--- src/rtl/roundCounter.sv ---
`timescale 1ns/1ps

module roundCounter (
	input logic Clk,
	input logic rst,
	input logic cntClear,
	input logic cntUp,
	input logic cntDown,
	output logic [3:0] count,
	output logic cntLast,
	output logic cntFirst
);

	always_ff @(posedge Clk) begin
		if (rst)
			count <= 4'd0;
		else if (cntClear)
			count <= 4'd0;
		else if (cntUp)
			count <= count + 4'd1;	// Expansion, one key step per cycle
		else if (cntDown)
			count <= count - 4'd1;	// Decryption, 10 down to 1
	end

	assign cntLast = cntUp && (count == 4'd9);	// This edge reaches 10
	assign cntFirst = cntDown && (count == 4'd1);	// Last inverse round

	assert property (@(posedge Clk) disable iff (rst) count <= 4'd10);

endmodule

--- config.mk ---
export PLATFORM = sky130hd
export DESIGN_NAME = roundCounter
export DESIGN_NICKNAME = d
export VERILOG_FILES = /design/src/rtl/roundCounter.sv
export SDC_FILE = /design/constraint.sdc
export NUM_CORES = 1
export LEC_CHECK = 0
export ABC_AREA = 0
export BUFFER_PORTS_ARGS = -buffer_cell sky130_fd_sc_hd__buf_2
export CORE_AREA = 2 2 39 41
export CTS_BUF_LIST = sky130_fd_sc_hd__clkbuf_4 sky130_fd_sc_hd__clkbuf_8
export DETAILED_ROUTE_END_ITERATION = 10
export DIE_AREA = 0 0 41 43
export PLACE_DENSITY = 0.51
export SLEW_MARGIN = 10
export SYNTH_ARGS = -nofsm -noshare
export SYNTH_HDL_FRONTEND = slang
export SYNTH_SLANG_ARGS = --single-unit
--- constraint.sdc ---
create_clock -name Clk -period 2.14 [get_ports Clk]
set_input_delay 0.214 -clock Clk [delete_from_list [all_inputs] [get_ports Clk]]
set_output_delay 0.214 -clock Clk [all_outputs]
set_load 0.03 [all_outputs]
-- Word-level counts from Yosys, hierarchy flattened
Cells that the tools add are included.
- $add $sub $neg: 2
- eq/ne operators: 2
- muxes and demuxes: 2
- reduce and logical (&&, ||, !) cells: 4
- operator list (cell ; number):
    $mux 4 ; 2
    $add 4x1->4 const B ; 1
    $eq 4x1->1 const B ; 1
    $eq 4x4->1 const B ; 1
    $sub 4x1->4 const B ; 1
    $logic_and 1x1->1 ; 2
    $reduce_bool 2->1 ; 1
    $reduce_or 2->1 ; 1
- register bits: 4
- input port bits: 5
- output and inout bits: 6
- logic and storage cells: 11

-- Depth between registers and ports, before layout
- depth after elaboration: 3
- gate-level depth with buffers: 5
- gate-level depth less buffers: 5

-- Worst setup path after synthesis
Ideal clock, no wire load.
- path kind: register -> output
- start: register count[0]
- end: output cntFirst
- data arrival time: 1.770 ns
- data required time: 1.926 ns
- path slack: 0.156 ns
- stages on the path, launching flop included: 3
- buffers on the path: 0
- path through: dfxtp_1 -> ha_1 -> nor4bb_1
- cells in the longest elaborated chain, start to end: 2
- ends and longest elaborated chain (element ; line ; source):
    start, declared ; 9 ; output logic [3:0] count,
    start signal, assigned ; 20 ; count <= count + 4'd1;
    start signal, assigned ; 22 ; count <= count - 4'd1;
    $eq 4x1->1 ; 26 ; assign cntFirst = cntDown && (count == 4'd1);
    $logic_and 1x1->1 ; 26 ;
    end, declared ; 11 ; output logic cntFirst
No other way between the ends.

-- Final worst setup path
Same ends and word-level chain as after synthesis.

==> flow_summary.json <==
{
  "drt-initial-drc-count": 3,
  "die_area_mm2": 0.00176,
  "insertion_delay_ns": 0.23,
  "crit_path_max_incr_delay_ns": 0.40,
  "setup_viol": 0,
  "p_leak_nw": 0.170,
  "power.density_cell_area_mw_per_mm2": 600,
  "ys_top_cells_by_area": "sky130_fd_sc_hd__dfxtp_1, sky130_fd_sc_hd__ha_1, sky130_fd_sc_hd__a21boi_0, sky130_fd_sc_hd__nor4_2, sky130_fd_sc_hd__nand2_1",
  "number_of_vias_after_detailed_routing": 272,
  "worst_clk_skew_ns": 0.00365,
  "fin_tns_setup_ns": 0,
  "timing.critical_path.arrival_ns": 1.33,
  "cp.buffers_inverters": 1,
  "reg2reg_setup_slack_ns": 0.84,
  "clockBufferDepth": 2,
  "yosys_register_bits": 4,
  "synth_cell_types": 19,
  "regToRegStartpoint": "count[0]$_SDFFE_PP0P_",
  "ff2ff_path_depth": 4,
  "synthesis.nets": 38,
  "die_width_um": 41,
  "path_depth": 3,
  "netlist.area_leader.share_pct": 29.5,
  "grt_overflow": 0,
  "final_period_util_pct": 71.9,
  "count_of_pins_over_their_slew_limit": 0,
  "met1_length_um": 292,
  "timing.critical_path.slowest_stage_cell": "sky130_fd_sc_hd__dfxtp_1",
  "final_antenna_net_count": 0,
  "yosys_warnings": 0,
  "antenna_found_initial": 0,
  "cts_hold_buf": 0,
  "firstDrtPassIters": 3,
  "fin_crit_ns": 1.54,
  "metal2_wl_um": 254,
  "regArea_um2": 80.1,
  "finalHoldViolCount": 0,
  "worst_path_clk_slew_ns": 0.04,
  "worstPathCellList": "ha_1 > nor4bb_1 > buf_2",
  "max_cap_violations": 0,
  "gp_congestion": 0.670,
  "cts_made_buffers": 3,
  "cts_setup_buffers": 0,
  "boundaryPins": 11,
  "finish.utilization_pct": 26.3,
  "hp-class": "in2reg",
  "min_delay_worst_endpoint": "count[2]$_SDFFE_PP0P_",
  "maxClockFrequency_mhz": 650,
  "regToRegEndpoint": "count[1]$_SDFFE_PP0P_",
  "slew_at_the_pin_closest_to_its_max_slew_limit_ns": 0.222,
  "route.detailed.vias_per_inst": 4.61,
  "route.final.wire_length_um": 602,
  "htree_num_levels": 1,
  "layout_top_registers": "count: 4 flops",
  "top_routing_layer_in_use": "met4",
  "place.port_buffers": 10,
  "cts.sinks": 4,
  "critical_setup_path_class": "reg2out",
  "core_mm2": 0.00138,
  "status": "completed",
  "routedWlPerCell_um": 10.2,
  "final_layout_size_suffix_gt1_share_pct": 34.9,
  "vdd_ir_drop_max_mv": 0.225,
  "largest_register_ffs": 4,
  "library_cell_with_the_largest_summed_area_after_synthesis": "sky130_fd_sc_hd__dfxtp_1",
  "yosysSeqAreaShare_pct": 29.5,
  "critPathRequiredTime_ns": 1.93,
  "post-route-drc-count": 0,
  "worst_setup_path_start_kind": "flop",
  "critical_path_peak_fanout": 6,
  "dpl.hpwl_um": 462,
  "netlist_area_um2": 272,
  "ctsResizeCount": 0,
  "cts_root_buffer": "sky130_fd_sc_hd__clkbuf_4",
  "cts_tree": "built",
  "grt_max_degree": 9,
  "fp-row-count": 14,
  "min-delay-start": "rst",
  "grt_use_total_pct": 8.12,
  "grt_pass1_wl_um": 910,
  "worstHoldPathCells": 2,
  "syn_inst": 30,
  "cpLargestDelayFamily": "flip-flops",
  "nFillCells": 156,
  "regMostFlops": "count",
  "synthToLayoutAreaGrowth_pct": 34.1,
  "antenna-diode-count": 0,
  "syn_area_per_cell_um2": 9.05,
  "floorplan.die.height_um": 43,
  "worst_setup_path_end_kind": "output pin",
  "slew_headroom_pct": 85.1,
  "initial_core_util_pct": 19.6,
  "first_global_vias": 221,
  "rsz0062_at_grt": "false",
  "multiInputGateArea_um2": 184,
  "route.met3.wl_um": 50,
  "num-nets-final": 53
}
[cells in the mapped netlist]
cell type / count
sky130_fd_sc_hd__dfxtp_1: 4
sky130_fd_sc_hd__ha_1: 3
sky130_fd_sc_hd__nand2_1: 3
sky130_fd_sc_hd__nor2_1: 3
sky130_fd_sc_hd__a21boi_0: 2
sky130_fd_sc_hd__inv_1: 2
sky130_fd_sc_hd__a211o_1: 1
sky130_fd_sc_hd__a21oi_1: 1
sky130_fd_sc_hd__and3b_1: 1
sky130_fd_sc_hd__and4_2: 1
sky130_fd_sc_hd__and4b_1: 1
sky130_fd_sc_hd__mux2i_1: 1
sky130_fd_sc_hd__nand3b_1: 1
sky130_fd_sc_hd__nor3_1: 1
sky130_fd_sc_hd__nor4_1: 1
sky130_fd_sc_hd__nor4_2: 1
sky130_fd_sc_hd__nor4bb_1: 1
sky130_fd_sc_hd__or3_1: 1
sky130_fd_sc_hd__xnor2_1: 1
[layout make-up]
type                            instances  area share, %
Multi-Input combinational cell         24           50.5
Clock buffer                            3           6.19
Timing Repair Buffer                   10           13.7
Inverter                                2           2.06
Sequential cell                         4           22.0
Tap cell                               16           5.50
[stage by stage]
stage / std cells / power [mW] / area (um^2) / hold WS [ns] / setup slack [ns]
final: 59 / 0.219 / 364 / 0.191 / 0.601
after global routing: 59 / 0.236 / 364 / 0.200 / 0.523
after CTS: 59 / 0.224 / 364 / 0.184 / 0.597
after detailed placement: 56 / 0.127 / 342 / 0.436 / 0.841
after global placement: 56 / 0.128 / 342 / 0.435 / 0.861
after floorplan: 30 / 0.111 / 272 / 0.285 / 0.156
[how the worst max path moves through the flow]
| stage | startpoint | to | slack, ns |
|---|---|---|---|
| detailed placement | count[0]$_SDFFE_PP0P_ | count[1]$_SDFFE_PP0P_ | 0.84 |
| floorplan | count[0]$_SDFFE_PP0P_ | cntFirst | 0.16 |
| finish | count[0]$_SDFFE_PP0P_ | cntFirst | 0.60 |
| global route | count[1]$_SDFFE_PP0P_ | cntFirst | 0.52 |
| global placement | count[1]$_SDFFE_PP0P_ | cntFirst | 0.86 |
| CTS | count[1]$_SDFFE_PP0P_ | cntFirst | 0.60 |
[cell usage in the layout (no fill, tap or decap)]
cell	n
sky130_fd_sc_hd__dfxtp_1	4
sky130_fd_sc_hd__nor4bb_1	1
sky130_fd_sc_hd__nand2_1	3
sky130_fd_sc_hd__clkbuf_4	3
sky130_fd_sc_hd__nor4_1	1
sky130_fd_sc_hd__xnor2_1	1
sky130_fd_sc_hd__and4_2	1
sky130_fd_sc_hd__or3_1	1
sky130_fd_sc_hd__nor2_1	3
sky130_fd_sc_hd__ha_1	3
sky130_fd_sc_hd__nand3b_1	1
sky130_fd_sc_hd__a21oi_1	1
sky130_fd_sc_hd__buf_2	10
sky130_fd_sc_hd__a211o_1	1
sky130_fd_sc_hd__nor4_2	1
sky130_fd_sc_hd__a21boi_0	2
sky130_fd_sc_hd__mux2i_1	1
sky130_fd_sc_hd__nor3_1	1
sky130_fd_sc_hd__inv_1	2
sky130_fd_sc_hd__and3b_1	1
sky130_fd_sc_hd__and4b_1	1
[kinds of logic after synthesis]
group / share of synthesized area, %
mux: 3.69
fa+ha+maj: 13.8
simple gates: 36.4
buf+inv: 2.77
xor+xnor: 3.23
flops: 29.5
compound gates: 10.6
[power by group]
| part | leakage [nW] | total, mW | switching, mW | internal [mW] |
|---|---|---|---|---|
| registers | 0.0327 | 0.0834 | 0.00482 | 0.0786 |
| logic | 0.124 | 0.0427 | 0.0253 | 0.0174 |
| clock network | 0.0138 | 0.0925 | 0.0299 | 0.0627 |
[per-layer routing]
metal  track usage [%]  vias up
met5                 0        -
met4              10.0        0
met3              1.57        2
met2              8.75        9
met1              11.2      123
li1                  -      138
(Power assumes the default switching activity.)
