===== src/rtl/aesPkg.sv =====
package aesPkg;

	// One 128-bit block, seen as register words or as FIPS-197 bytes
	typedef union packed {
		logic [3:0][31:0] words;	// words[3] is the most significant word
		logic [15:0][7:0] bytes;	// bytes[15] is FIPS byte 0
	} aesBlock_t;

	// Core phases
	typedef enum logic [2:0] {
		Idle,
		Expand,	// Forward key expansion up to round key 10
		AddKey,	// Initial AddRoundKey with round key 10
		Rounds,	// Ten inverse rounds
		Done	// Result held until start drops
	} ctrlState_t;

	// Forward S-box, entry 0 leftmost
	localparam logic [0:255][7:0] sBox = {
		128'h637c777bf26b6fc53001672bfed7ab76,
		128'hca82c97dfa5947f0add4a2af9ca472c0,
		128'hb7fd9326363ff7cc34a5e5f171d83115,
		128'h04c723c31896059a071280e2eb27b275,
		128'h09832c1a1b6e5aa0523bd6b329e32f84,
		128'h53d100ed20fcb15b6acbbe394a4c58cf,
		128'hd0efaafb434d338545f9027f503c9fa8,
		128'h51a3408f929d38f5bcb6da2110fff3d2,
		128'hcd0c13ec5f974417c4a77e3d645d1973,
		128'h60814fdc222a908846eeb814de5e0bdb,
		128'he0323a0a4906245cc2d3ac629195e479,
		128'he7c8376d8dd54ea96c56f4ea657aae08,
		128'hba78252e1ca6b4c6e8dd741f4bbd8b8a,
		128'h703eb5664803f60e613557b986c11d9e,
		128'he1f8981169d98e949b1e87e9ce5528df,
		128'h8ca1890dbfe6426841992d0fb054bb16
	};

	// Inverse S-box
	localparam logic [0:255][7:0] invSBox = {
		128'h52096ad53036a538bf40a39e81f3d7fb,
		128'h7ce339829b2fff87348e4344c4dee9cb,
		128'h547b9432a6c2233dee4c950b42fac34e,
		128'h082ea16628d924b2765ba2496d8bd125,
		128'h72f8f66486689816d4a45ccc5d65b692,
		128'h6c704850fdedb9da5e154657a78d9d84,
		128'h90d8ab008cbcd30af7e45805b8b34506,
		128'hd02c1e8fca3f0f02c1afbd0301138a6b,
		128'h3a9111414f67dcea97f2cfcef0b4e673,
		128'h96ac7422e7ad3585e2f937e81c75df6e,
		128'h47f11a711d29c5896fb7620eaa18be1b,
		128'hfc563e4bc6d279209adbc0fe78cd5af4,
		128'h1fdda8338807c731b11210592780ec5f,
		128'h60517fa919b54a0d2de57a9f93c99cef,
		128'ha0e03b4dae2af5b0c8ebbb3c83539961,
		128'h172b047eba77d626e169146355210c7d
	};

	// Round constants for key steps 1 to 10
	localparam logic [0:9][7:0] rcon = {
		8'h01, 8'h02, 8'h04, 8'h08, 8'h10,
		8'h20, 8'h40, 8'h80, 8'h1b, 8'h36
	};

	// Multiply by x in GF(2^8)
	function automatic logic [7:0] xtime(input logic [7:0] b);
		return {b[6:0], 1'b0} ^ (b[7] ? 8'h1b : 8'h00);
	endfunction

	// Byte times a small constant, shift and add over the four low bits
	function automatic logic [7:0] gMul(input logic [7:0] a, input logic [3:0] c);
		logic [7:0] acc;
		logic [7:0] pow;
		acc = 8'h00;
		pow = a;
		for (int i = 0; i < 4; i++) begin
			if (c[i])
				acc = acc ^ pow;
			pow = xtime(pow);	// Next power of x
		end
		return acc;
	endfunction

	// S-box on each byte of a key word
	function automatic logic [31:0] subWord(input logic [31:0] w);
		return {sBox[w[31:24]], sBox[w[23:16]], sBox[w[15:8]], sBox[w[7:0]]};
	endfunction

endpackage

===== src/rtl/aesControl.sv =====
`timescale 1ns/1ps

module aesControl (
	input logic Clk,
	input logic rst,
	input logic start,
	input logic cntLast,
	input logic cntFirst,
	output logic cntClear,
	output logic cntUp,
	output logic cntDown,
	output logic keyLoad,
	output logic keyForward,
	output logic keyBackward,
	output logic stateLoad,
	output logic addKeyOnly,
	output logic lastRound,
	output logic done
);
	import aesPkg::*;

	ctrlState_t state;
	ctrlState_t nextState;

	always_ff @(posedge Clk) begin
		if (rst)
			state <= Idle;
		else
			state <= nextState;
	end

	always_comb begin
		nextState = state;
		case (state)
			Idle: if (start) nextState = Expand;	// Level start launches a block
			Expand: if (cntLast) nextState = AddKey;	// Round key 10 ready
			AddKey: nextState = Rounds;
			Rounds: if (cntFirst) nextState = Done;	// Tenth round this cycle
			Done: if (!start) nextState = Idle;	// Hold until software drops start
			default: nextState = Idle;
		endcase
	end

	// Idle keeps the counter at zero and tracks the key register
	assign cntClear = (state == Idle);
	assign keyLoad = (state == Idle);	// Last load lands on the Expand entry edge
	assign cntUp = (state == Expand);
	assign keyForward = (state == Expand);
	assign cntDown = (state == Rounds);
	assign keyBackward = (state == Rounds);
	assign stateLoad = (state == AddKey) || (state == Rounds);
	assign addKeyOnly = (state == AddKey);
	assign lastRound = (state == Rounds) && cntFirst;	// Skip InvMixColumns
	assign done = (state == Done);

	// Launch leads to exactly ten expansion cycles and then AddKey
	assert property (@(posedge Clk) disable iff (rst)
		(state == Idle) && start |=> (state == Expand) [*10] ##1 (state == AddKey));

	// Exactly ten inverse rounds before the result is held
	assert property (@(posedge Clk) disable iff (rst)
		(state == AddKey) |=> (state == Rounds) [*10] ##1 done);

endmodule


===== config.mk =====
export PLATFORM = sky130hd
export DESIGN_NAME = aesControl
export DESIGN_NICKNAME = d
export VERILOG_FILES = /design/src/rtl/aesPkg.sv /design/src/rtl/aesControl.sv
export SDC_FILE = /design/constraint.sdc
export NUM_CORES = 1
export LEC_CHECK = 0
export ABC_AREA = 1
export BUFFER_PORTS_ARGS = -buffer_cell sky130_fd_sc_hd__buf_2
export CAP_MARGIN = 40
export CELL_PAD_IN_SITES_DETAIL_PLACEMENT = 2
export CELL_PAD_IN_SITES_GLOBAL_PLACEMENT = 2
export CORE_MARGIN = 2
export CORE_UTILIZATION = 15
export CTS_CLUSTER_DIAMETER = 60
export DETAILED_ROUTE_END_ITERATION = 8
export GPL_TIMING_DRIVEN = 0
export PLACE_DENSITY_LB_ADDON = 0.3
export SYNTH_ARGS = -nofsm -noshare
export SYNTH_HDL_FRONTEND = slang
export SYNTH_SLANG_ARGS = --single-unit

===== constraint.sdc =====
create_clock -name Clk -period 1 [get_ports Clk]
set_input_delay 0.05 -clock Clk [delete_from_list [all_inputs] [get_ports Clk]]
set_output_delay 0.05 -clock Clk [all_outputs]
set_load 0.05 [all_outputs]

# Yosys cells after proc, flatten, opt, wreduce, memory -nomap -nowiden

Index checks and enable logic that the tools add are counted.

Register bits after elaboration: 3
Input bits: 5
Logic and storage cells: 18

Eq/ne operators: 8
Muxes and demuxes: 5
Reduce and logical (&&, ||, !) cells: 4

Operators with widths:

| kind                                           | number |
|---|---|
| case mux 3 bit (5 select lines)                | 1 |
| two-way mux 3 bit                              | 4 |
| inequality test 2 bit (second input constant)  | 4 |
| == test 3 x 2 -> 1 bit (second input constant) | 2 |
| AND reduction 4 bit                            | 1 |
| == test 3 x 1 -> 1 bit (second input constant) | 1 |
| == test 3 bit (second input constant)          | 1 |
| logical NOT 3 bit                              | 1 |
| logical AND 1 bit                              | 1 |
| logical OR 1 bit                               | 1 |

# Depth between registers and ports, before layout

Depth in word-level cells: 3
Mapped depth: 8
Mapped depth without buffers: 8

# Least setup slack after synthesis

Ideal clock, no wire load.

Path type: reg-to-output
Start: reg state[2]
End: out done
Arrival time: 1522 ps
Data required time: 950 ps
Path slack: -572 ps
Cell stages (with the launch flop): 3
Path through: dfxtp_1 inv_2 nor3_1

Word-level cells in the longest chain between the ends: 1

RTL lines:

| what                   | line             | RTL |
|---|---|---|
| from (decl)            | aesControl.sv:22 | `ctrlState_t state;` |
| from (signal assigned) | aesControl.sv:27 | `state <= Idle;` |
| from (signal assigned) | aesControl.sv:29 | `state <= nextState;` |
| == test 3 bit          | aesControl.sv:54 | `assign done = (state == Done);` |
| to (decl)              | aesControl.sv:18 | `output logic done` |

Every way passes these cells.

# Worst setup path in the final report

Start: reg state[0]
End: out keyForward

Word-level cells in the longest chain between the ends: 1

RTL lines:

| what                   | line             | RTL |
|---|---|---|
| == test 3 x 1 -> 1 bit | aesControl.sv:48 | `assign keyForward = (state == Expand);` |
| to (decl)              | aesControl.sv:13 | `output logic keyForward,` |

Every way passes these cells.

==> flow_metrics.py <==
metrics = {
    "status": {
        "status": "finished with violations",
        "violations": "setup timing",
    },
    "floorplan": {
        "num_io_pins": 15,
        "fp-row-count": 14,
        "die_height_um": 44.1,
        "start_util_pct": 16.0,
        "chipWidth_um": 44.1,
        "placeableCoreArea_sq_um": 1510,
        "dieArea_sq_um": 1950,
    },
    "placed_design": {
        "gp_congestion": 0.636,
        "io_buffers": 14,
        "dp_hpwl_um": 556,
        "dp_cells": 71,
        "dp_slack_ps": -131,
    },
    "global_route": {
        "grt.overflow.total": 0,
        "grtUsageMet1_pct": 11.8,
        "grt_usage_pct": 9.74,
        "grt_use_met2_pct": 15.6,
        "gr-usage-met3_pct": 6.12,
        "grt_busiest_layer": "met2",
        "antenna_found_initial": 0,
        "grt_max_degree": 7,
        "grt_pass1_vias": 318,
        "grt_pass1_wl_mm": 1.36,
    },
    "yosys": {
        "syn_nets": 46,
        "avgSynthCellArea_sq_um": 5.89,
        "synthArstFlopShare_pct": 0,
        "synth_cells": 41,
        "synth_top_flop_cell": "dfxtp_1",
        "yosys-top-cells-count": "inv_1, nand2_1, nor2_1",
        "synth_area_leaders": "dfxtp_1, inv_1, nand2_1",
        "syn-cell-area_sq_um": 241,
        "yosysTopAreaCellShare_pct": 24.9,
        "ys_ff_latch": 3,
        "synth_edf_count": 0,
        "synth_cell_types": 14,
        "synth-seq-area-share_pct": 24.9,
        "ys_warn_count": 0,
        "yosysTopAreaCell": "dfxtp_1",
    },
    "critical_path": {
        "arrival_ps": 1140,
        "r2r_slack_ps": -120,
        "worstPathRequired_ps": 950,
        "crit_type": "reg2out",
        "crit_fanout": 4,
        "critical_path.endpoint_type": "primary output",
        "cp-start-kind": "register",
    },
    "drt": {
        "wl_per_cell_um": 9.24,
        "via_per_inst": 4.01,
        "drc": 0,
        "drtIter0Drc": 0,
        "vias": 333,
        "drt-total-wl_um": 767,
        "drt-pass1-iter-count": 1,
        "postRouteAntennaNets": 0,
    },
    "final_layout": {
        "antennaDiodeCount": 0,
        "top_regs": "state x3",
        "fin_nets": 73,
        "layout-area-overhead-vs-synth_pct": 142,
        "final_layout_size_suffix_gt1_share_pct": 74.6,
        "regMostFlops": "state",
        "fin_cells": 83,
        "largest_reg_flops": 3,
    },
    "clock_tree": {
        "h-tree-depth": 1,
        "clk_path_buf_depth": 2,
        "cts_tree": "done",
        "clock_latency_ps": 240,
        "clkSinkCount": 3,
        "clk_pin_slew_ps": 40,
        "cts_buffers": 3,
        "clockRootBuffer": "clkbuf_4",
    },
    "sta": {
        "fin_worst_skew_ps": 3.50,
        "setup_viol": 12,
        "timing.hold.ws_ps": 100,
        "grt_setup_unrepaired": "true",
        "tightest_slew_ps": 205,
        "fin_setup_tns_ps": -1240,
        "relSlewSlack_pct": 86.2,
        "maxSlewViolCount": 0,
        "setup_slack_ps": -189,
        "final_hold_viol_count": 0,
        "clock.fmax_mhz": 841,
        "finalCritPeriodShare_pct": 119,
        "period_needed_ps": 1190,
    },
    "power_and_ir_drop": {
        "p_leak_nw": 0.282,
        "ir_drop_mv": 0.908,
        "p_sw_w": 0.000792,
        "seqPwrFrac_pct": 13.3,
        "p_per_area_nw_per_um2": 2730,
        "p_int_w": 0.000806,
        "switching_share_pct": 49.6,
        "p_total_w": 0.00160,
        "clkPwrFrac_pct": 13.8,
        "combPwrFrac_pct": 72.9,
    },
    "worst_hold_path": {
        "hold_path.class": "in2reg",
    },
    "flow_run": {
        "maxCapViolations": 0,
    },
}
[worst paths after layout]
path	startpoint	to	cells past startpoint
max	state[0]	keyForward	6
min	cntFirst	state[2]	3
max reg2reg	state[2]	state[1]	8
min reg2reg	state[1]	state[1]	2
[per-stage QoR]
stage / util (%) / cell area (sq um)
final: 38.9 / 586
after global routing: 38.9 / 586
after CTS: 37.0 / 557
after detailed placement: 25.7 / 387
after global placement: 25.7 / 387
after floorplan: - / 297
[metal layers]
metal / routed length, um / part of all wire (%)
met5: 0 / 0
met4: 0 / 0
met3: 68 / 8.9
met2: 413 / 54
met1: 285 / 37
[cell type report]
| type | count | area, sq um |
|---|---|---|
| Clock buffer | 4 | 26.3 |
| Inverter | 9 | 46.3 |
| Buffer | 3 | 37.5 |
| Multi-Input combinational cell | 26 | 174 |
| Sequential cell | 3 | 71.3 |
| Timing Repair Buffer | 22 | 210 |
| Fill cell | 176 | 921 |
| Tap cell | 16 | 20.0 |
[worst max-delay path, cell delays in order (launching register included)]
cell and delay (ps):
dfxtp_4 360, inv_4 70, nor2_4 40, nand2_2 80, clkinvlp_4 100, buf_8 120
buf_8 140
[layout by cell type (no fill, tap or decap), types with 2 or more instances in the layout]
cell,netlist,layout
inv_1,7,3
dfxtp_4,0,3
nand2_1,7,2
nand3_1,3,3
inv_4,0,2
clkinvlp_4,0,2
inv_2,2,2
buf_4,3,8
nand2_2,2,6
nor2_4,1,4
buf_2,0,4
clkbuf_4,0,3
nor2_1,7,4
buf_8,0,6
buf_6,0,6
[power by group through the flow]
stage | Clock, W | Sequential [W] | Combinational (W)
detailed placement | 0 | 0.000218 | 0.000839
CTS | 0.000232 | 0.000216 | 0.00111
global placement | 0 | 0.000218 | 0.000829
finish | 0.000220 | 0.000213 | 0.00116
global route | 0.000241 | 0.000221 | 0.00124
floorplan | 0 | 0.000202 | 0.000705
[cell families (layout without fill, tap and decap cells)]
| logic type | count (synthesis) | count (layout) | share of synthesized area, % |
|---|---|---|---|
| buffers and inverters | 12 | 38 | 23.3 |
| flip-flops | 3 | 3 | 24.9 |
| AO/OA/AOI/OAI | 3 | 3 | 6.22 |
| AND/OR/NAND/NOR | 23 | 23 | 45.6 |
[timing repair]
action,4_1_cts,5_1_grt
hold endpoints to repair,1,0
hold buffers,1,0
pin swaps,3,5
resized for setup,31,4
endpoints found under the setup margin,12,12
setup buffers,5,2
Power figures use the tool's default switching activity.
