--- src/rtl/aesPkg.sv ---
package aesPkg;

	// One 128-bit block, seen as register words or as FIPS-197 bytes
	typedef union packed {
		logic [3:0][31:0] words;	// words[3] is the most significant word
		logic [15:0][7:0] bytes;	// bytes[15] is FIPS byte 0
	} aesBlock_t;

	// Core phases
	typedef enum logic [2:0] {
		Idle,
		Expand,	// Forward key expansion up to round key 10
		AddKey,	// Initial AddRoundKey with round key 10
		Rounds,	// Ten inverse rounds
		Done	// Result held until start drops
	} ctrlState_t;

	// Forward S-box, entry 0 leftmost
	localparam logic [0:255][7:0] sBox = {
		128'h637c777bf26b6fc53001672bfed7ab76,
		128'hca82c97dfa5947f0add4a2af9ca472c0,
		128'hb7fd9326363ff7cc34a5e5f171d83115,
		128'h04c723c31896059a071280e2eb27b275,
		128'h09832c1a1b6e5aa0523bd6b329e32f84,
		128'h53d100ed20fcb15b6acbbe394a4c58cf,
		128'hd0efaafb434d338545f9027f503c9fa8,
		128'h51a3408f929d38f5bcb6da2110fff3d2,
		128'hcd0c13ec5f974417c4a77e3d645d1973,
		128'h60814fdc222a908846eeb814de5e0bdb,
		128'he0323a0a4906245cc2d3ac629195e479,
		128'he7c8376d8dd54ea96c56f4ea657aae08,
		128'hba78252e1ca6b4c6e8dd741f4bbd8b8a,
		128'h703eb5664803f60e613557b986c11d9e,
		128'he1f8981169d98e949b1e87e9ce5528df,
		128'h8ca1890dbfe6426841992d0fb054bb16
	};

	// Inverse S-box
	localparam logic [0:255][7:0] invSBox = {
		128'h52096ad53036a538bf40a39e81f3d7fb,
		128'h7ce339829b2fff87348e4344c4dee9cb,
		128'h547b9432a6c2233dee4c950b42fac34e,
		128'h082ea16628d924b2765ba2496d8bd125,
		128'h72f8f66486689816d4a45ccc5d65b692,
		128'h6c704850fdedb9da5e154657a78d9d84,
		128'h90d8ab008cbcd30af7e45805b8b34506,
		128'hd02c1e8fca3f0f02c1afbd0301138a6b,
		128'h3a9111414f67dcea97f2cfcef0b4e673,
		128'h96ac7422e7ad3585e2f937e81c75df6e,
		128'h47f11a711d29c5896fb7620eaa18be1b,
		128'hfc563e4bc6d279209adbc0fe78cd5af4,
		128'h1fdda8338807c731b11210592780ec5f,
		128'h60517fa919b54a0d2de57a9f93c99cef,
		128'ha0e03b4dae2af5b0c8ebbb3c83539961,
		128'h172b047eba77d626e169146355210c7d
	};

	// Round constants for key steps 1 to 10
	localparam logic [0:9][7:0] rcon = {
		8'h01, 8'h02, 8'h04, 8'h08, 8'h10,
		8'h20, 8'h40, 8'h80, 8'h1b, 8'h36
	};

	// Multiply by x in GF(2^8)
	function automatic logic [7:0] xtime(input logic [7:0] b);
		return {b[6:0], 1'b0} ^ (b[7] ? 8'h1b : 8'h00);
	endfunction

	// Byte times a small constant, shift and add over the four low bits
	function automatic logic [7:0] gMul(input logic [7:0] a, input logic [3:0] c);
		logic [7:0] acc;
		logic [7:0] pow;
		acc = 8'h00;
		pow = a;
		for (int i = 0; i < 4; i++) begin
			if (c[i])
				acc = acc ^ pow;
			pow = xtime(pow);	// Next power of x
		end
		return acc;
	endfunction

	// S-box on each byte of a key word
	function automatic logic [31:0] subWord(input logic [31:0] w);
		return {sBox[w[31:24]], sBox[w[23:16]], sBox[w[15:8]], sBox[w[7:0]]};
	endfunction

endpackage
--- src/rtl/aesRegisterMap.sv ---
`timescale 1ns/1ps

module aesRegisterMap (
	input logic Clk,
	input logic rst,
	input logic avlRead,
	input logic avlWrite,
	input logic avlCs,
	input logic [3:0] avlByteEn,
	input logic [3:0] avlAddr,
	input logic [31:0] avlWriteData,
	output logic [31:0] avlReadData,
	output logic [31:0] exportData,
	input aesPkg::aesBlock_t plainText,
	input logic done,
	output aesPkg::aesBlock_t key,
	output aesPkg::aesBlock_t cipherText,
	output logic start
);

	logic [31:0] regFile [16];	// 0-3 key, 4-7 cipher, 8-11 result, 14 start, 15 done
	logic [31:0] mask;
	logic [31:0] mergedData;
	logic writeHit;

	// Legal byte enables, anything else writes nothing
	always_comb begin
		case (avlByteEn)
			4'b1111: mask = 32'hffffffff;
			4'b1100: mask = 32'hffff0000;	// Upper half
			4'b0011: mask = 32'h0000ffff;	// Lower half
			4'b1000: mask = 32'hff000000;
			4'b0100: mask = 32'h00ff0000;
			4'b0010: mask = 32'h0000ff00;
			4'b0001: mask = 32'h000000ff;
			default: mask = 32'h00000000;
		endcase
	end

	assign writeHit = avlWrite && avlCs && ((avlAddr < 4'd8) || (avlAddr == 4'd14));
	assign mergedData = (avlWriteData & mask) | (regFile[avlAddr] & ~mask);	// Keep unmasked bytes

	always_ff @(posedge Clk) begin
		if (rst) begin
			for (int i = 0; i < 16; i++) begin
				regFile[i] <= 32'h0;
			end
		end else begin
			if (writeHit)
				regFile[avlAddr] <= mergedData;
			// Result words follow the core every clock
			for (int i = 0; i < 4; i++) begin
				regFile[8 + i] <= plainText.words[i];
			end
			regFile[12] <= 32'h0;	// Unused
			regFile[13] <= 32'h0;
			regFile[15] <= {31'h0, done};
		end
	end

	assign avlReadData = regFile[avlAddr];	// Zero wait states

	always_comb begin
		for (int i = 0; i < 4; i++) begin
			key.words[i] = regFile[i];
			cipherText.words[i] = regFile[4 + i];
		end
	end

	assign start = regFile[14][0];
	assign exportData = {regFile[0][31:16], regFile[3][15:0]};	// Conduit to the board

	// Host never issues read and write together
	assert property (@(posedge Clk) disable iff (rst) avlCs |-> !(avlRead && avlWrite));

endmodule

--- config.mk ---
export PLATFORM = sky130hd
export DESIGN_NAME = aesRegisterMap
export DESIGN_NICKNAME = d
export VERILOG_FILES = /design/src/rtl/aesPkg.sv /design/src/rtl/aesRegisterMap.sv
export SDC_FILE = /design/constraint.sdc
export NUM_CORES = 1
export LEC_CHECK = 0
export ABC_AREA = 1
export BUFFER_PORTS_ARGS = -buffer_cell sky130_fd_sc_hd__buf_2
export CAP_MARGIN = 25
export CORE_MARGIN = 2
export CORE_UTILIZATION = 45
export DETAILED_ROUTE_END_ITERATION = 12
export PLACE_DENSITY_LB_ADDON = 0.15
export SYNTH_ARGS = -nofsm -noshare
export SYNTH_HDL_FRONTEND = slang
export SYNTH_SLANG_ARGS = --single-unit
--- constraint.sdc ---
create_clock -name Clk -period 2.84 [get_ports Clk]
set_clock_uncertainty 0.15 [all_clocks]
set_input_delay 0.142 -clock Clk [delete_from_list [all_inputs] [get_ports Clk]]
set_output_delay 0.142 -clock Clk [all_outputs]
set_load 0.01 [all_outputs]
* Yosys cells after proc, flatten, opt, wreduce, memory -nomap -nowiden
Memories as Yosys holds them, arrays and structs flattened.
Index checks and enable logic that the tools add are counted.
** Storage, ports and cells
- Register bits :: 0
- Bits in writable memories :: 512
- Input bits :: 174
- Output and inout bits :: 321
- Logic and storage cells :: 42
- Memories kept :: 1
** Operators by class
- Magnitude comparators :: 1
- Equal/unequal tests :: 8
- Mux-type cells :: 17
- Bitwise gates (word level) :: 11
- Reduce and logical (&&, ||, !) cells :: 4
** Memory list
- regFile :: words 16, bits a word 32, read ports 10, clocked after memory_dff 0, write ports 16, RTL line aesRegisterMap.sv:21 : logic [31:0] regFile [16];
** Operators by type and width (number)
- 32-bit 2-to-1 mux :: 8
- 32-bit case mux with 7 select lines :: 1
- 32-bit bitwise AND :: 2
- 32-bit NOT :: 1
- 32-bit OR :: 1
- 32-bit OR reduction :: 1
- 4-bit == test, second input constant :: 4
- 4-bit by 2-bit == test with 1-bit output, second input constant :: 2
- 1-bit 2-to-1 mux :: 7
- 1-bit OR :: 7
- 4-bit by 1-bit == test with 1-bit output, second input constant :: 1
- 4-bit by 3-bit == test with 1-bit output, second input constant :: 1
- 4-bit less-than comparator, second input constant :: 1
- 4-bit 2-to-1 mux :: 1
- 1-bit logical AND :: 2
- 1-bit logical OR :: 1

* Logic depth before layout (Yosys ltp)
- Depth in word-level cells :: 8
- Gate-level depth with buffers :: 14
- Mapped depth without buffers :: 11

* Least setup slack after synthesis
OpenSTA, ideal clock, no wires.
- Kind :: input-to-reg
- Start point :: in avlAddr[0]
- End point :: mem regFile[0][0] (enable)
- Library setup time :: 0.389 ns
- Data arrival time :: 1.912 ns
- Required time :: 2.301 ns
- Path slack :: 0.388 ns
- Stages :: 7
- Buffers on the path :: 4
- Cells stage by stage :: buf_4 buf_2 buf_2 nor2_1 nand3_4 buf_6 nand2_1
** RTL lines
- from (decl) :: RTL line aesRegisterMap.sv:10 : input logic [3:0] avlAddr,
- to (decl) :: RTL line aesRegisterMap.sv:21

* Worst setup path after layout
- Start point :: in avlAddr[0]
- End point :: out avlReadData[0]
** Between the ends
- Cells in the longest elaborated chain, start to end :: 1
** RTL lines
- memory read 16 x 32 bit
- to (decl) :: RTL line aesRegisterMap.sv:12 : output logic [31:0] avlReadData,
Every way passes these cells.

==> metrics <==
run status finished, final reports clean; share of total power in combinational logic 0.124; top sig layer met5; crit path to avlReadData[0]; mean instance size in the synthesized netlist 7.99 sq um; flop-to-flop setup slack 0.87 ns; critical path data arrival time a little over 2 ns; core occupancy in the finished layout 0.602; Post-synth top flop sky130_fd_sc_hd__edfxtp_1; port bufs roughly 500; worst setup path startpoint avlAddr[0]; CTS clock-pin slew for the worst setup and hold paths 0.06 ns; Post-Route WL 80.1 mm; DRC marker count from the first detailed-route iteration 1,583; Seq cells post-synth 512; Worst-Margin Slew 0.872 ns; data required time at the worst endpoint about 2.6 ns; unrepaired setup endpoints after global routing false; number of buffers inserted by post-CTS setup repair 0; Crit Reg-Reg Endpoint regFile[1][28]; standard cell area after detailed placement 25,600 sq um; via/cell ratio 4.85; Clock Latency Late Sink around 0.60 ns; biggest area contributors in the synthesized netlist sky130_fd_sc_hd__edfxtp_1 39%, sky130_fd_sc_hd__nand2_1 23%, sky130_fd_sc_hd__dfxtp_1 20%; setup-violating endpoint count in the final report 0; most used standard cell by instance count after synthesis sky130_fd_sc_hd__nand2_1; proportion of synthesized flip-flops having asynchronous set or reset 0; worst-path fanout max 94; share of the synthesized area in the top cell type 0.388; net total in the final layout ~3,700; register with the most flip-flops regFile; top cells by instance count after synthesis 1,391 x sky130_fd_sc_hd__nand2_1, 451 x sky130_fd_sc_hd__nor2_1, 288 x sky130_fd_sc_hd__edfxtp_1; routed length per instance 19.0 microns; minimum period implied by the final worst setup slack 2.33 ns; Internal Dissipation 13.1 mW; number of rows in the core area 81; via count of the first global-routing pass between 20,000 and 25,000; sum of routed wire segments on met1 30.9 mm; I/O pins 495; total non-filler cell area in the finished layout 29,400 sq um; sw power 4.52 mW; HPWL after DPL 51.7 mm; Layout fillers 4,274; Max H-tree Level 2; max FFs per register roughly 510; Clock Sink Count 512; number of distinct library cell variants in the gate-level netlist after synthesis 22; critical path startpoint category input port; Maximum Capacitance Violations 0; Slew HR 0.419; total power divided by cell area 598 nW/um^2; net switching share of the total power 0.257; area of the mapped netlist 22,300 sq um; full die area around 51,000 sq um; number of warnings reported in the yosys synthesis log 0; Die H 226 microns; leakage power of the design 15.2 nW; hold buffer count at CTS 200; detailed-route via count 20,495; Worst Path Class, Setup in2out; VDD IR-drop max between 0.4 and 0.5 mV; core area around 49,000 sq um; worst-case reg-to-reg path depth 10; met3 routed wirelength 7.04 mm; RD Place Congestion 0.889; TritonRoute pass-1 iters 5; die outline width 226 microns; global-route wire length before repair roughly 120 mm; global-route usage over all layers 0.309; share of cells above drive strength 1 0.205; number of standard cells after synthesis 2,788; total count of hold-check failures in the final report 0; post-route DRC violation count 0; crit path capture type primary output; clock tree root driver cell sky130_fd_sc_hd__clkbuf_16; cell type with the highest aggregate area in the netlist sky130_fd_sc_hd__edfxtp_1; Peak Freq about 430 MHz; Fin Hold WS 0.128 ns; share of the clock period used by the worst path 0.820; largest net degree at the start of global routing between 90 and 100; count of flip-flops with a built-in enable after synthesis 288; number of buffers created by CTS 53; Clk network pwr share 0.405; initial antenna violation count 2; clock tree from TritonCTS yes; type of the most critical hold path in2reg; register share of total power 0.471; wire length on met2 39.0 mm; number of resized instances in the post-cts repair step 0; Area growth syn-to-layout 32.0%; Regs by FF count regFile x512; Antenna Violating Nets Remaining 0; max-slew violation total from the final report 0; total grt overflow 0; final antenna diode count 0; Seq/Total Area, Yosys 0.590; total power 17.6 mW; maximum clock path buffer count 3; effective utilization at floorplan 0.456; startpoint of the most critical register-to-register path regFile[0][28]; Fin Setup TNS 0 ns
## kinds of logic (layout without fill, tap and decap cells)
family / Yosys count / in the layout / share of synthesized area
and+or+nand+nor: 1919 / 1919 / 0.336
DFF: 512 / 512 / 0.590
buffers and inverters: 351 / 1028 / 0.0725
AOI/OAI and AO/OA: 5 / 5 / 0.00163
other: 1 / 95 / 0.000168
## critical path, stage by stage
cell and delay (ns):
sky130_fd_sc_hd__buf_8 0.14, sky130_fd_sc_hd__inv_8 0.38, sky130_fd_sc_hd__buf_4 0.42, sky130_fd_sc_hd__nand2_1 0.08, sky130_fd_sc_hd__nand2_1 0.07, sky130_fd_sc_hd__nand2_1 0.06, sky130_fd_sc_hd__nand2_1 0.09, sky130_fd_sc_hd__nand2_1 0.10
sky130_fd_sc_hd__nand2_1 0.13, sky130_fd_sc_hd__nor2_1 0.06, sky130_fd_sc_hd__inv_1 0.10, sky130_fd_sc_hd__buf_2 0.14
## worst min path at each step
| stage | startpoint | end | slack, ns | cells after the start |
|---|---|---|---|---|
| after floorplan | plainText[64] | regFile[10][0] | 0.1 | 2 |
| after global placement | plainText[39] | regFile[9][7] | 0.20 | 3 |
| after detailed placement | plainText[83] | regFile[10][19] | 0.20 | 3 |
| after CTS | plainText[44] | regFile[9][12] | 0.11 | 4 |
| after global routing | plainText[8] | regFile[8][8] | 0.16 | 4 |
| final | plainText[44] | regFile[9][12] | 0.13 | 4 |
## stage by stage
stage / instances / setup WS [ns]
6_report: 4223 / 0.510
5_1_grt: 4223 / 0.366
4_1_cts: 4223 / 0.485
3_5_place_dp: 3924 / 0.323
3_3_place_gp: 3924 / 0.390
2_1_floorplan: 2882 / 0.388
## cells in the final DEF, fill, tap and decap left out, types with 52 or more instances in the layout
cell type / netlist / routed
sky130_fd_sc_hd__buf_2: 80 / 490
sky130_fd_sc_hd__inv_1: 173 / 172
sky130_fd_sc_hd__conb_1: 1 / 95
sky130_fd_sc_hd__nand2_1: 1391 / 1380
sky130_fd_sc_hd__dlygate4sd3_1: 0 / 200
sky130_fd_sc_hd__nor2_1: 451 / 450
sky130_fd_sc_hd__buf_4: 40 / 52
sky130_fd_sc_hd__clkbuf_16: 0 / 57
sky130_fd_sc_hd__dfxtp_1: 224 / 224
sky130_fd_sc_hd__edfxtp_1: 288 / 288
## layer usage
metal  global-route usage  up-vias
li1                     -     9754
met1                0.376     9590
met3               0.0649      175
met4                0.132        4
met5                    0        -
met2                0.530      972
## layout make-up
| type | count | area [sq um] | share of cell area |
|---|---|---|---|
| multi-input combinational | 2019 | 7920 | 0.269 |
| tap | 664 | 831 | 0.0283 |
| sequential | 512 | 13100 | 0.447 |
| clock buffer | 73 | 1590 | 0.0540 |
| timing repair buffer | 753 | 5050 | 0.172 |
| clock inverter | 26 | 209 | 0.00711 |
| inverter | 176 | 674 | 0.0229 |
## power groups by stage
stage	sequential (mW)	combinational, mW	clock [mW]
final	8.28	2.19	7.12
after detailed placement	8.44	1.94	0
after CTS	8.28	2.15	7.20
after floorplan	8.47	1.05	0
after global placement	8.43	1.93	0
after global routing	8.30	2.40	7.47
Power figures use the tool's default switching activity.
